===== config.mk =====
export PLATFORM = sky130hd
export DESIGN_NAME = udp_tx_top
export DESIGN_NICKNAME = d
export VERILOG_FILES = /design/src/hdl/udp_tx_pkg.sv /design/src/hdl/burst_ctrl.sv /design/src/hdl/gap_timer.sv /design/src/hdl/payload_gen.sv /design/src/hdl/byte_fifo.sv /design/src/hdl/udp_frame_tx.sv /design/src/hdl/udp_tx_top.sv
export SDC_FILE = /design/constraint.sdc
export NUM_CORES = 2
export LEC_CHECK = 0
export BUFFER_PORTS_ARGS = -buffer_cell sky130_fd_sc_hd__buf_2
export CORE_MARGIN = 3
export CORE_UTILIZATION = 24
export DETAILED_ROUTE_END_ITERATION = 12
export SLEW_MARGIN = 20
export SYNTH_ARGS = -nofsm -noshare
export SYNTH_HDL_FRONTEND = slang
export SYNTH_HIERARCHICAL = 1
export SYNTH_SLANG_ARGS = --single-unit

===== constraint.sdc =====
create_clock -name clk -period 15.4 [get_ports clk]
set_input_delay 0 -clock clk [delete_from_list [all_inputs] [get_ports clk]]
set_output_delay 0 -clock clk [all_outputs]
set_load 0.01 [all_outputs]

===== src/hdl/udp_tx_pkg.sv =====
`default_nettype none

package udp_tx_pkg;

    // addresses, ports and payload length of one burst
    typedef struct packed {
        logic [47:0] dst_mac;
        logic [47:0] src_mac;
        logic [31:0] src_ip;
        logic [31:0] dst_ip;
        logic [15:0] src_port;
        logic [15:0] dst_port;
        logic [15:0] data_len;
    } udp_cfg_t;

    typedef enum logic [7:0] {
        IDLE  = 8'h00,
        DONE  = 8'h02,
        FILL  = 8'h13,
        SEND0 = 8'h20,
        GAP0  = 8'h21,
        SEND1 = 8'h22,
        GAP1  = 8'h23,
        SEND2 = 8'h24,
        GAP2  = 8'h25,
        SEND3 = 8'h26,
        GAP3  = 8'h27
    } ctrl_state_t;

    // TX_IDLE keeps the name apart from the burst state IDLE
    typedef enum logic [2:0] {
        TX_IDLE,
        MAC_HDR,
        IP_HDR,
        UDP_HDR,
        PAYLOAD
    } tx_field_t;

    localparam int FRAMES_PER_BURST = 4;
    localparam int GAP_CYCLES       = 12;
    localparam int GAP_CNT_W        = $clog2(GAP_CYCLES + 1);

    localparam int MAC_HDR_BYTES = 14;
    localparam int IP_HDR_BYTES  = 20;
    localparam int UDP_HDR_BYTES = 8;
    localparam int HDR_BYTES     = MAC_HDR_BYTES + IP_HDR_BYTES + UDP_HDR_BYTES; // 42

    localparam int MAX_DATA_LEN = 60;
    localparam int PAY_CNT_W    = $clog2(MAX_DATA_LEN + 1);
    localparam int FIFO_DEPTH   = 256;  // room for a whole burst of 4 x 60 bytes
    localparam int FIFO_AW      = $clog2(FIFO_DEPTH);

    localparam logic [15:0] ETHERTYPE_IPV4 = 16'h0800;
    localparam logic [7:0]  IP_VER_IHL     = 8'h45;  // version 4, five header words
    localparam logic [7:0]  IP_PROTO_UDP   = 8'h11;
    localparam logic [7:0]  IP_TTL         = 8'h40;
    localparam logic [15:0] IP_FLAGS_DF    = 16'h4000;

endpackage

`default_nettype wire


===== src/hdl/burst_ctrl.sv =====
`timescale 1ns/1ns
`default_nettype none

module burst_ctrl (
    input  logic       clk,
    input  logic       rst,
    input  logic       start,
    input  logic       fill_fd,
    input  logic       send_fd,
    input  logic       gap_fd,
    output logic       fill_fs,
    output logic       send_fs,
    output logic       gap_fs,
    output logic [1:0] frame_idx,
    output logic       busy,
    output logic       done
);
    import udp_tx_pkg::*;

    ctrl_state_t state;
    ctrl_state_t state_nxt;

    always_ff @(posedge clk or posedge rst) begin
        if (rst) begin
            state  <= IDLE;
            gap_fs <= 1'b0;
        end else begin
            state  <= state_nxt;
            gap_fs <= send_fs && send_fd;  // high in the first cycle of each gap
        end
    end

    // start is only looked at in IDLE, so a start during a burst is dropped
    always_comb begin
        state_nxt = state;
        case (state)
            IDLE:    if (start) state_nxt = FILL;
            FILL:    if (fill_fd) state_nxt = SEND0;
            SEND0:   if (send_fd) state_nxt = GAP0;
            GAP0:    if (gap_fd) state_nxt = SEND1;
            SEND1:   if (send_fd) state_nxt = GAP1;
            GAP1:    if (gap_fd) state_nxt = SEND2;
            SEND2:   if (send_fd) state_nxt = GAP2;
            GAP2:    if (gap_fd) state_nxt = SEND3;
            SEND3:   if (send_fd) state_nxt = GAP3;
            GAP3:    if (gap_fd) state_nxt = DONE;
            DONE:    state_nxt = IDLE;
            default: state_nxt = IDLE;
        endcase
    end

    always_comb begin
        case (state)
            SEND1, GAP1: frame_idx = 2'd1;
            SEND2, GAP2: frame_idx = 2'd2;
            SEND3, GAP3: frame_idx = 2'd3;
            default:     frame_idx = 2'd0;
        endcase
    end

    assign fill_fs = (state == FILL);
    assign send_fs = (state == SEND0) || (state == SEND1) ||
                     (state == SEND2) || (state == SEND3);
    assign busy    = (state != IDLE);  // drops as DONE is left, together with done
    assign done    = (state == DONE);

endmodule

`default_nettype wire


===== src/hdl/gap_timer.sv =====
`timescale 1ns/1ns
`default_nettype none

module gap_timer (
    input  logic clk,
    input  logic rst,
    input  logic gap_fs,
    output logic gap_fd
);
    import udp_tx_pkg::*;

    logic [GAP_CNT_W-1:0] cnt;

    always_ff @(posedge clk or posedge rst) begin
        if (rst) begin
            cnt    <= '0;
            gap_fd <= 1'b0;
        end else begin
            gap_fd <= 1'b0;
            if (gap_fs) begin
                cnt <= GAP_CNT_W'(GAP_CYCLES);
            end else if (cnt != '0) begin
                cnt    <= cnt - 1'b1;
                gap_fd <= (cnt == GAP_CNT_W'(1));  // last step of the count
            end
        end
    end

endmodule

`default_nettype wire


===== src/hdl/payload_gen.sv =====
`timescale 1ns/1ns
`default_nettype none

module payload_gen (
    input  logic        clk,
    input  logic        rst,
    input  logic        fill_fs,
    input  logic [7:0]  seed,
    input  logic [15:0] data_len,
    input  logic        full,
    output logic        wr_en,
    output logic [7:0]  din,
    output logic        fill_fd
);
    import udp_tx_pkg::*;

    logic        fill_fs_q;
    logic        active;
    logic [15:0] remain;
    logic        fill_start;

    assign fill_start = fill_fs && !fill_fs_q;
    assign wr_en      = active && !full && (remain != '0);
    assign fill_fd    = active && (remain == '0);  // one cycle, active clears right after

    always_ff @(posedge clk or posedge rst) begin
        if (rst) begin
            fill_fs_q <= 1'b0;
            active    <= 1'b0;
            remain    <= '0;
        end else begin
            fill_fs_q <= fill_fs;
            if (fill_start) begin
                active <= 1'b1;
                remain <= 16'(data_len * FRAMES_PER_BURST);  // payload of all four frames
            end else if (fill_fd) begin
                active <= 1'b0;
            end else if (wr_en) begin
                remain <= remain - 1'b1;
            end
        end
    end

    // the byte value runs on across frame boundaries
    always_ff @(posedge clk) begin
        if (fill_start) begin
            din <= seed;
        end else if (wr_en) begin
            din <= din + 1'b1;
        end
    end

endmodule

`default_nettype wire


===== src/hdl/byte_fifo.sv =====
`timescale 1ns/1ns
`default_nettype none

module byte_fifo (
    input  logic       clk,
    input  logic       rst,
    input  logic       wr_en,
    input  logic [7:0] din,
    input  logic       rd_en,
    output logic [7:0] dout,
    output logic       full,
    output logic       empty
);
    import udp_tx_pkg::*;

    logic [7:0]       mem [FIFO_DEPTH];
    logic [FIFO_AW-1:0] wr_ptr;
    logic [FIFO_AW-1:0] rd_ptr;
    logic [FIFO_AW:0]   count;
    logic             do_wr;
    logic             do_rd;

    assign full  = (count == (FIFO_AW + 1)'(FIFO_DEPTH));
    assign empty = (count == '0);
    assign do_wr = wr_en && !full;
    assign do_rd = rd_en && !empty;

    always_ff @(posedge clk or posedge rst) begin
        if (rst) begin
            wr_ptr <= '0;
            rd_ptr <= '0;
            count  <= '0;
        end else begin
            if (do_wr) begin
                wr_ptr <= wr_ptr + 1'b1;  // wraps at the depth
            end
            if (do_rd) begin
                rd_ptr <= rd_ptr + 1'b1;
            end
            if (do_wr && !do_rd) begin
                count <= count + 1'b1;
            end else if (do_rd && !do_wr) begin
                count <= count - 1'b1;
            end
        end
    end

    always_ff @(posedge clk) begin
        if (do_wr) begin
            mem[wr_ptr] <= din;
        end
        // read data shows up one cycle after rd_en
        if (do_rd) begin
            dout <= mem[rd_ptr];
        end
    end

endmodule

`default_nettype wire


===== src/hdl/udp_frame_tx.sv =====
`timescale 1ns/1ns
`default_nettype none

module udp_frame_tx (
    input  logic                 clk,
    input  logic                 rst,
    input  logic                 send_fs,
    input  udp_tx_pkg::udp_cfg_t cfg,
    input  logic [7:0]           dout,
    output logic                 rd_en,
    output logic [7:0]           txd,
    output logic                 txen,
    output logic                 send_fd
);
    import udp_tx_pkg::*;

    tx_field_t              state;
    udp_cfg_t               cfg_q;
    logic                   send_fs_q;
    logic                   send_start;
    logic [5:0]             byte_cnt;  // position inside the 42 header bytes
    logic [PAY_CNT_W-1:0]   pay_cnt;   // payload bytes still to go, the current one included
    logic [15:0]            ip_id;
    logic [15:0]            csum_q;
    logic [15:0]            ip_len;
    logic [15:0]            udp_len;
    logic                   hdr_done;
    logic [HDR_BYTES*8-1:0] hdr;

    function automatic logic [15:0] ip_checksum(input udp_cfg_t c, input logic [15:0] len,
                                                input logic [15:0] id);
        logic [19:0] sum;
        logic [16:0] fold;
        sum = {IP_VER_IHL, 8'h00} + len + id + IP_FLAGS_DF + {IP_TTL, IP_PROTO_UDP} +
              c.src_ip[31:16] + c.src_ip[15:0] + c.dst_ip[31:16] + c.dst_ip[15:0];
        fold = sum[15:0] + sum[19:16];
        return ~(fold[15:0] + fold[16]);  // second carry cannot overflow again
    endfunction

    assign send_start = send_fs && !send_fs_q;
    assign ip_len     = cfg_q.data_len + 16'(IP_HDR_BYTES + UDP_HDR_BYTES);
    assign udp_len    = cfg_q.data_len + 16'(UDP_HDR_BYTES);
    assign hdr_done   = (state == UDP_HDR) && (byte_cnt == 6'(HDR_BYTES - 1));

    // UDP checksum goes out as zero
    assign hdr = {cfg_q.dst_mac, cfg_q.src_mac, ETHERTYPE_IPV4,
                  IP_VER_IHL, 8'h00, ip_len, ip_id, IP_FLAGS_DF,
                  IP_TTL, IP_PROTO_UDP, csum_q, cfg_q.src_ip, cfg_q.dst_ip,
                  cfg_q.src_port, cfg_q.dst_port, udp_len, 16'h0000};

    // first read goes out with the last header byte so payload follows without a hole
    assign rd_en = hdr_done || ((state == PAYLOAD) && (pay_cnt > PAY_CNT_W'(1)));
    assign txen  = (state != TX_IDLE);
    assign txd   = !txen ? 8'h00 :
                   (state == PAYLOAD) ? dout : hdr[(HDR_BYTES - 1 - byte_cnt) * 8 +: 8];

    always_ff @(posedge clk or posedge rst) begin
        if (rst) begin
            state     <= TX_IDLE;
            send_fs_q <= 1'b0;
            send_fd   <= 1'b0;
            byte_cnt  <= '0;
            pay_cnt   <= '0;
            ip_id     <= '0;
        end else begin
            send_fs_q <= send_fs;
            send_fd   <= 1'b0;
            case (state)
                TX_IDLE: begin
                    byte_cnt <= '0;
                    if (send_start) state <= MAC_HDR;
                end
                MAC_HDR: begin
                    byte_cnt <= byte_cnt + 1'b1;
                    if (byte_cnt == 6'(MAC_HDR_BYTES - 1)) state <= IP_HDR;
                end
                IP_HDR: begin
                    byte_cnt <= byte_cnt + 1'b1;
                    if (byte_cnt == 6'(MAC_HDR_BYTES + IP_HDR_BYTES - 1)) state <= UDP_HDR;
                end
                UDP_HDR: begin
                    if (hdr_done) begin
                        state    <= PAYLOAD;
                        byte_cnt <= '0;
                        pay_cnt  <= cfg_q.data_len[PAY_CNT_W-1:0];
                    end else begin
                        byte_cnt <= byte_cnt + 1'b1;
                    end
                end
                PAYLOAD: begin
                    pay_cnt <= pay_cnt - 1'b1;
                    if (pay_cnt == PAY_CNT_W'(1)) begin
                        state   <= TX_IDLE;
                        send_fd <= 1'b1;
                        ip_id   <= ip_id + 1'b1;  // next frame gets the next id
                    end
                end
                default: state <= TX_IDLE;
            endcase
        end
    end

    always_ff @(posedge clk) begin
        if ((state == TX_IDLE) && send_start) begin
            cfg_q <= cfg;
        end
        if ((state == MAC_HDR) && (byte_cnt == '0)) begin
            csum_q <= ip_checksum(cfg_q, ip_len, ip_id);  // needed from IP byte 10 on
        end
    end

endmodule

`default_nettype wire


===== src/hdl/udp_tx_top.sv =====
`timescale 1ns/1ns
`default_nettype none

module udp_tx_top (
    input  logic                 clk,
    input  logic                 rst,
    input  logic                 start,
    input  udp_tx_pkg::udp_cfg_t cfg,
    input  logic [7:0]           seed,
    output logic [7:0]           txd,
    output logic                 txen,
    output logic                 busy,
    output logic                 done
);

    logic       fill_fs;
    logic       fill_fd;
    logic       send_fs;
    logic       send_fd;
    logic       gap_fs;
    logic       gap_fd;
    logic       wr_en;
    logic       rd_en;
    logic       full;
    logic [7:0] din;
    logic [7:0] dout;

    burst_ctrl i_burst_ctrl (
        .clk       (clk),
        .rst       (rst),
        .start     (start),
        .fill_fd   (fill_fd),
        .send_fd   (send_fd),
        .gap_fd    (gap_fd),
        .fill_fs   (fill_fs),
        .send_fs   (send_fs),
        .gap_fs    (gap_fs),
        .frame_idx (),
        .busy      (busy),
        .done      (done)
    );

    gap_timer i_gap_timer (
        .clk    (clk),
        .rst    (rst),
        .gap_fs (gap_fs),
        .gap_fd (gap_fd)
    );

    payload_gen i_payload_gen (
        .clk      (clk),
        .rst      (rst),
        .fill_fs  (fill_fs),
        .seed     (seed),
        .data_len (cfg.data_len),
        .full     (full),
        .wr_en    (wr_en),
        .din      (din),
        .fill_fd  (fill_fd)
    );

    // reads are never issued past the fill, so empty stays inside the FIFO
    byte_fifo i_byte_fifo (
        .clk   (clk),
        .rst   (rst),
        .wr_en (wr_en),
        .din   (din),
        .rd_en (rd_en),
        .dout  (dout),
        .full  (full),
        .empty ()
    );

    udp_frame_tx i_udp_frame_tx (
        .clk     (clk),
        .rst     (rst),
        .send_fs (send_fs),
        .cfg     (cfg),
        .dout    (dout),
        .rd_en   (rd_en),
        .txd     (txd),
        .txen    (txen),
        .send_fd (send_fd)
    );

endmodule

`default_nettype wire


After elaboration in Yosys (flattened, before gate mapping):

Memory sizes are Yosys's and may differ from the RTL's. A register that Yosys moved wholly into a read port is not among the register bits.
Cells that the tools add are included.

* add/subtract/negate cells: 23
* multipliers: 0
* divide/modulo/power cells: 0
* magnitude comparators: 1
* equal/unequal tests: 36
* shifts and indexed selects: 1
* multiplexer cells: 40
* bitwise logic cells: 1
* reduce and logical (&&, ||, !) cells: 45

Operators with widths (count)
* 336-bit by 33-bit indexed part select with 8-bit output: 1
* 8-bit 2-to-1 mux: 14
* 20-bit by 16-bit adder with 20-bit output: 5
* 8-bit one-hot mux with 10 select lines: 1
* 8-bit by 6-bit equality test with 1-bit output (second input constant): 8
* 16-bit 2-to-1 mux: 3
* 20-bit by 15-bit adder with 20-bit output (second input constant): 2
* 2-bit by 1-bit inequality test with 1-bit output (second input constant): 13
* 8-bit by 1-bit adder with 8-bit output (second input constant): 3
* 9-bit 2-to-1 mux: 2
* 6-bit one-hot mux with 3 select lines: 1
* 15-bit by 16-bit adder with 17-bit output (first input constant): 1
* 16-bit by 4-bit adder with 17-bit output: 1
* 16-bit by 1-bit adder with 16-bit output: 1
* 16-bit by 1-bit adder with 16-bit output (second input constant): 1
* 16-bit by 4-bit adder with 16-bit output (second input constant): 1
* 16-bit by 5-bit adder with 16-bit output (second input constant): 1
* 16-bit logical NOT: 1
* 16-bit inverter: 1
* 16-bit nonzero test: 1
* 16-bit by 1-bit subtractor with 16-bit output (second input constant): 1
* 3-bit 2-to-1 mux: 5
* 3-bit one-hot mux with 5 select lines: 1
* 1-bit logical AND: 14
* 36 further kinds: 64

* register bits: 322
* bits in latches: 0
* bits in writable memories: 2048
* ROM bits: 0
* input bits: 219
* output and inout port bits: 11
* logic and storage cells: 173
* memories kept: 1

Memory list
* i_byte_fifo.mem: depth 256, bits a word 8, rd ports 1, clocked after Yosys merged registers in 1, write ports 1, RTL line byte_fifo.sv:16 `logic [7:0] mem [FIFO_DEPTH];`

Depth between registers and ports, before layout:

* depth after elaboration: 12
* depth in mapped cells: 39
* gate-level depth less buffers: 38

Hierarchy:

The synthesis kept the hierarchy.

Modules (own cells, without submodules)
* byte_fifo: instances 1, cells an instance 3905, area an instance 81506.9 sq um, sequential area each 62364.8 sq um
* udp_frame_tx: instances 1, cells an instance 1173, area an instance 14659.1 sq um, sequential area each 7552.2 sq um
* payload_gen: instances 1, cells an instance 164, area an instance 1493.9 sq um, sequential area each 690.7 sq um
* burst_ctrl: instances 1, cells an instance 50, area an instance 441.7 sq um, sequential area each 150.1 sq um
* gap_timer: instances 1, cells an instance 26, area an instance 276.5 sq um, sequential area each 125.1 sq um

Worst setup path before layout:

No wires, ideal clock.

* kind: reg-to-reg
* start: reg i_udp_frame_tx.state[0]
* end: reg i_udp_frame_tx/cfg_q[0] in the netlist's numbering (enable)
* library setup time: 780 ps
* data arrival time: 9666 ps
* data required time: 14620 ps
* setup slack: 4954 ps
* stages on the path, launching flop included: 5
* buffers on the path: 2
* clock period less this slack: 10446 ps
* cells stage by stage: dfrtp_1 > clkbuf_1 > or3_1 > clkbuf_1 > nor2_1

* cells in the longest elaborated chain, start to end: 2

RTL lines
* start, declared: RTL line udp_frame_tx.sv:17 `tx_field_t state;`
* start signal, assigned: RTL line udp_frame_tx.sv:59 `state <= TX_IDLE;`
* start signal, assigned: RTL line udp_frame_tx.sv:71 `if (send_start) state <= MAC_HDR;`
* start signal, assigned: RTL line udp_frame_tx.sv:75 `if (byte_cnt == 6'(MAC_HDR_BYTES - 1)) state <= IP_HDR;`
* 3-bit logical NOT: RTL line udp_frame_tx.sv:104 `if ((state == TX_IDLE) && send_start) begin`
* 1-bit logical AND: RTL line udp_frame_tx.sv:104
* end signal, assigned: RTL line udp_frame_tx.sv:105 `cfg_q <= cfg;`
* end, declared: RTL line udp_frame_tx.sv:18 `udp_cfg_t cfg_q;`

Every way passes these cells.
A chain may end at the register's enable or synchronous reset.

Worst setup path after layout:

* start: reg i_udp_frame_tx/cfg_q[4] in the netlist's numbering
* end: reg i_udp_frame_tx.csum_q[14], data pin

* cells in the longest elaborated chain, start to end: 12

RTL lines
* 16-bit by 5-bit adder with 16-bit output: RTL line udp_frame_tx.sv:41 `assign ip_len = cfg_q.data_len + 16'(IP_HDR_BYTES + UDP_HDR_BYTES);`
* 15-bit by 16-bit adder with 17-bit output: RTL line udp_frame_tx.sv:34 `sum = {IP_VER_IHL, 8'h00} + len + id + IP_FLAGS_DF + {IP_TTL, IP_PROTO_UDP} +`
* 20-bit by 16-bit adder with 20-bit output: RTL line udp_frame_tx.sv:34
* 20-bit by 15-bit adder with 20-bit output (2 in series): RTL line udp_frame_tx.sv:34
* 20-bit by 16-bit adder with 20-bit output: RTL line udp_frame_tx.sv:34
* 20-bit by 16-bit adder with 20-bit output (3 in series): RTL line udp_frame_tx.sv:35 `c.src_ip[31:16] + c.src_ip[15:0] + c.dst_ip[31:16] + c.dst_ip[15:0];`
* 16-bit by 4-bit adder with 17-bit output: RTL line udp_frame_tx.sv:36 `fold = sum[15:0] + sum[19:16];`
* 16-bit by 1-bit adder with 16-bit output: RTL line udp_frame_tx.sv:37 `return ~(fold[15:0] + fold[16]);`
* 16-bit inverter: RTL line udp_frame_tx.sv:37
* end signal, assigned: RTL line udp_frame_tx.sv:108 `csum_q <= ip_checksum(cfg_q, ip_len, ip_id);`
* end, declared: RTL line udp_frame_tx.sv:24 `logic [15:0] csum_q;`

Every way passes these cells.

==> reports/results.tsv <==
metric	value	unit
outcome	completed	
CP Launch Type	flop	
worst skew pair latency	0.95	ns
critical path type	flop to flop	
Max Fanout on Critical Path	7	
pre-CTS WS	5.77	ns
cell-internal power	12.7	mW
Worst Tran Pin Value	1.21	ns
Worst EP arrival	10.26	ns
DRT Wirelength	284000	um
Tcrit/Tclk final	63.3	%
RSZ-0062 raised after global routing	no	
CTS tree	done	
first-pass GRT wire length	409000	um
I/O pin total	230	
H-Tree Depth	4	
Die W	646	um
CTS-repair resized insts	0	
sw power	5.22	mW
Clock Tree Buf Depth	4	
drt via density	4.75	
die area	418000	um^2
layout cell share with drive strength beyond 1	19.9	%
switching share of total power	29.1	%
HP Class	input port to flop	
via count	55400	
syn_area_per_cell	18.5	um^2
syn_nets	5669	
Max Cap Viol	0	
Slowest-stage cell, CP	fa_1	
Final HPWL DP	175000	um
GP Congestion	0.882	
antenna-violating nets left	0	
row cnt	234	
clock root buffer	clkbuf_16	
Critical Path RT	15.91	ns
setup_tns	0	ns
Setup crit end kind	flop	
max incr delay on CP	0.54	ns
f_max	103	MHz
first drt pass iteration count	6	
Core ar.	407000	um^2
Peak supply drop	0.205	mV
Synth Cell Area	98400	um^2
final slew viol count	0	
# fillers	39500	
Final WS setup	5.66	ns
Remaining Overflow, GRT	0	
P per Cell Area	152	nW/um^2
Tmin final	9.74	ns
Worst Skew	0.172	ns
Starting Density	24.2	%
Yosys warning count	6	
endpoints failing hold	0	
DRC	0	
Slew headroom	19.3	%
Reg clk slew, reported paths	0.06	ns
cell leakage power	36.8	nW
Post CTS Setup Buffer Count	0	
largest net degree at the start of global routing	189	
Comb power frac	20.2	%
P&R area growth vs syn	20.0	%
Die Ht	646	um
vias in the first global route	56200	
Seq pwr share	46.2	%
wire per inst	24.3	um
Final setup viols	0	
Gate Count Post-Synth	5316	
count of buffers from port buffering	229	
number of CTS-inserted buffers	245	
# hold bufs at CTS	428	
clock sink total	2375	
antenna violations before repair	15	
Tot GR Track Use	13.2	%
Final nets	6385	
Detailed Route Iter0 Violations	6603	
clock share of power	33.6	%
-- through the flow --
| stage | util, % | power [mW] | cells | hold WS, ns | instance area [um^2] |
|---|---|---|---|---|---|
| 2_1_floorplan | - | 10.7 | 5316 | -0.221 | 98400 |
| 4_1_cts | 29.0 | 18.0 | 11700 | 0.00357 | 118000 |
| 5_1_grt | 29.0 | 18.6 | 11700 | 0.0242 | 118000 |
| 3_3_place_gp | 25.9 | 11.8 | 10800 | 0.0370 | 106000 |
| 6_report | 29.0 | 17.9 | 11700 | 0.0416 | 118000 |
| 3_5_place_dp | 25.9 | 11.9 | 10800 | 0.0423 | 106000 |
-- worst paths after layout --
path / start / to / slack, ns / cells after the start
max in group asynchronous: rst / i_payload_gen/remain[0] / 14.27 / 4
setup reg to reg: i_udp_frame_tx/cfg_q[4] / i_udp_frame_tx/csum_q[14] / 5.66 / 38
hold reg to reg: i_byte_fifo/count[8] / i_byte_fifo/count[8] / 0.49 / 1
hold / removal: cfg[1] / i_udp_frame_tx/cfg_q[1] / 0.04 / 2
min in group asynchronous: rst / i_gap_timer/cnt[2] / 0.42 / 4
setup / recovery: i_udp_frame_tx/cfg_q[4] / i_udp_frame_tx/csum_q[14] / 5.66 / 38
-- per-layer routing --
layer	vias up	part of all wire [%]	wire length (um)	global-route usage (%)
met4	8	4.4	12500	5.42
met3	541	9.2	26200	2.82
met5	-	0.017	48	0
met1	29100	40	114000	17.3
li1	22900	-	-	-
met2	2934	46	132000	21.1
-- area by class of cell --
type,count,area [um^2],area share [%]
Clock buffer,281,6290,5.33
Multi-Input combinational cell,2477,25100,21.3
Clock inverter,170,1880,1.59
Sequential cell,2375,70900,60.1
Tap cell,5428,6790,5.75
Timing Repair Buffer,766,6390,5.41
Antenna cell,7,17.5,0.0148
Inverter,167,628,0.532
-- cells in the final DEF, fill, tap and decap left out, types with 19 or more instances in the layout --
master	instances
mux2_2	23
clkbuf_16	246
xor2_1	29
mux2i_1	222
buf_4	97
ha_1	69
clkinv_2	49
a21oi_1	127
nand2b_1	22
nor2_1	372
a221oi_1	46
a31oi_1	29
o22ai_1	42
bufinv_16	36
a211oi_1	50
o211ai_1	19
xnor2_1	73
inv_1	165
nand3_1	77
nor2b_1	35
buf_2	229
clkbuf_1	35
a22oi_1	63
mux4_1	29
dlygate4sd3_1	428
edfxtp_1	2288
fa_1	64
dfrtp_1	79
nor3_1	46
nand2_1	177
mux4_2	452
clkinv_1	56
o21ai_0	113
a22o_1	22
-- critical path, delay by kind of cell (launching register included) --
family                   cells  cell delay, ns
adder cells (fa/ha/maj)     10            3.48
AND/OR/NAND/NOR              9            2.27
XOR/XNOR                     3            0.44
AO/OA/AOI/OAI               11            2.40
buffers and inverters        5            0.36
flip-flops                   1            0.49
-- flip-flops by register name (all words and copies together), names as in the netlist, 9 cells and up --
name                   cells
i_payload_gen/remain      16
i_udp_frame_tx/cfg_q     208
i_udp_frame_tx/ip_id      16
i_byte_fifo/count          9
i_udp_frame_tx/csum_q     16
i_byte_fifo/mem         2048
-- power by group through the flow --
stage	clock, mW	sequential, mW	combinational (mW)
after floorplan	0	8.93	1.73
after global placement	0	8.39	3.37
after detailed placement	0	8.40	3.47
after CTS	6.14	8.27	3.58
after global routing	6.40	8.29	3.89
final	6.03	8.28	3.63
Note: power is estimated with default switching activity, not from simulation.
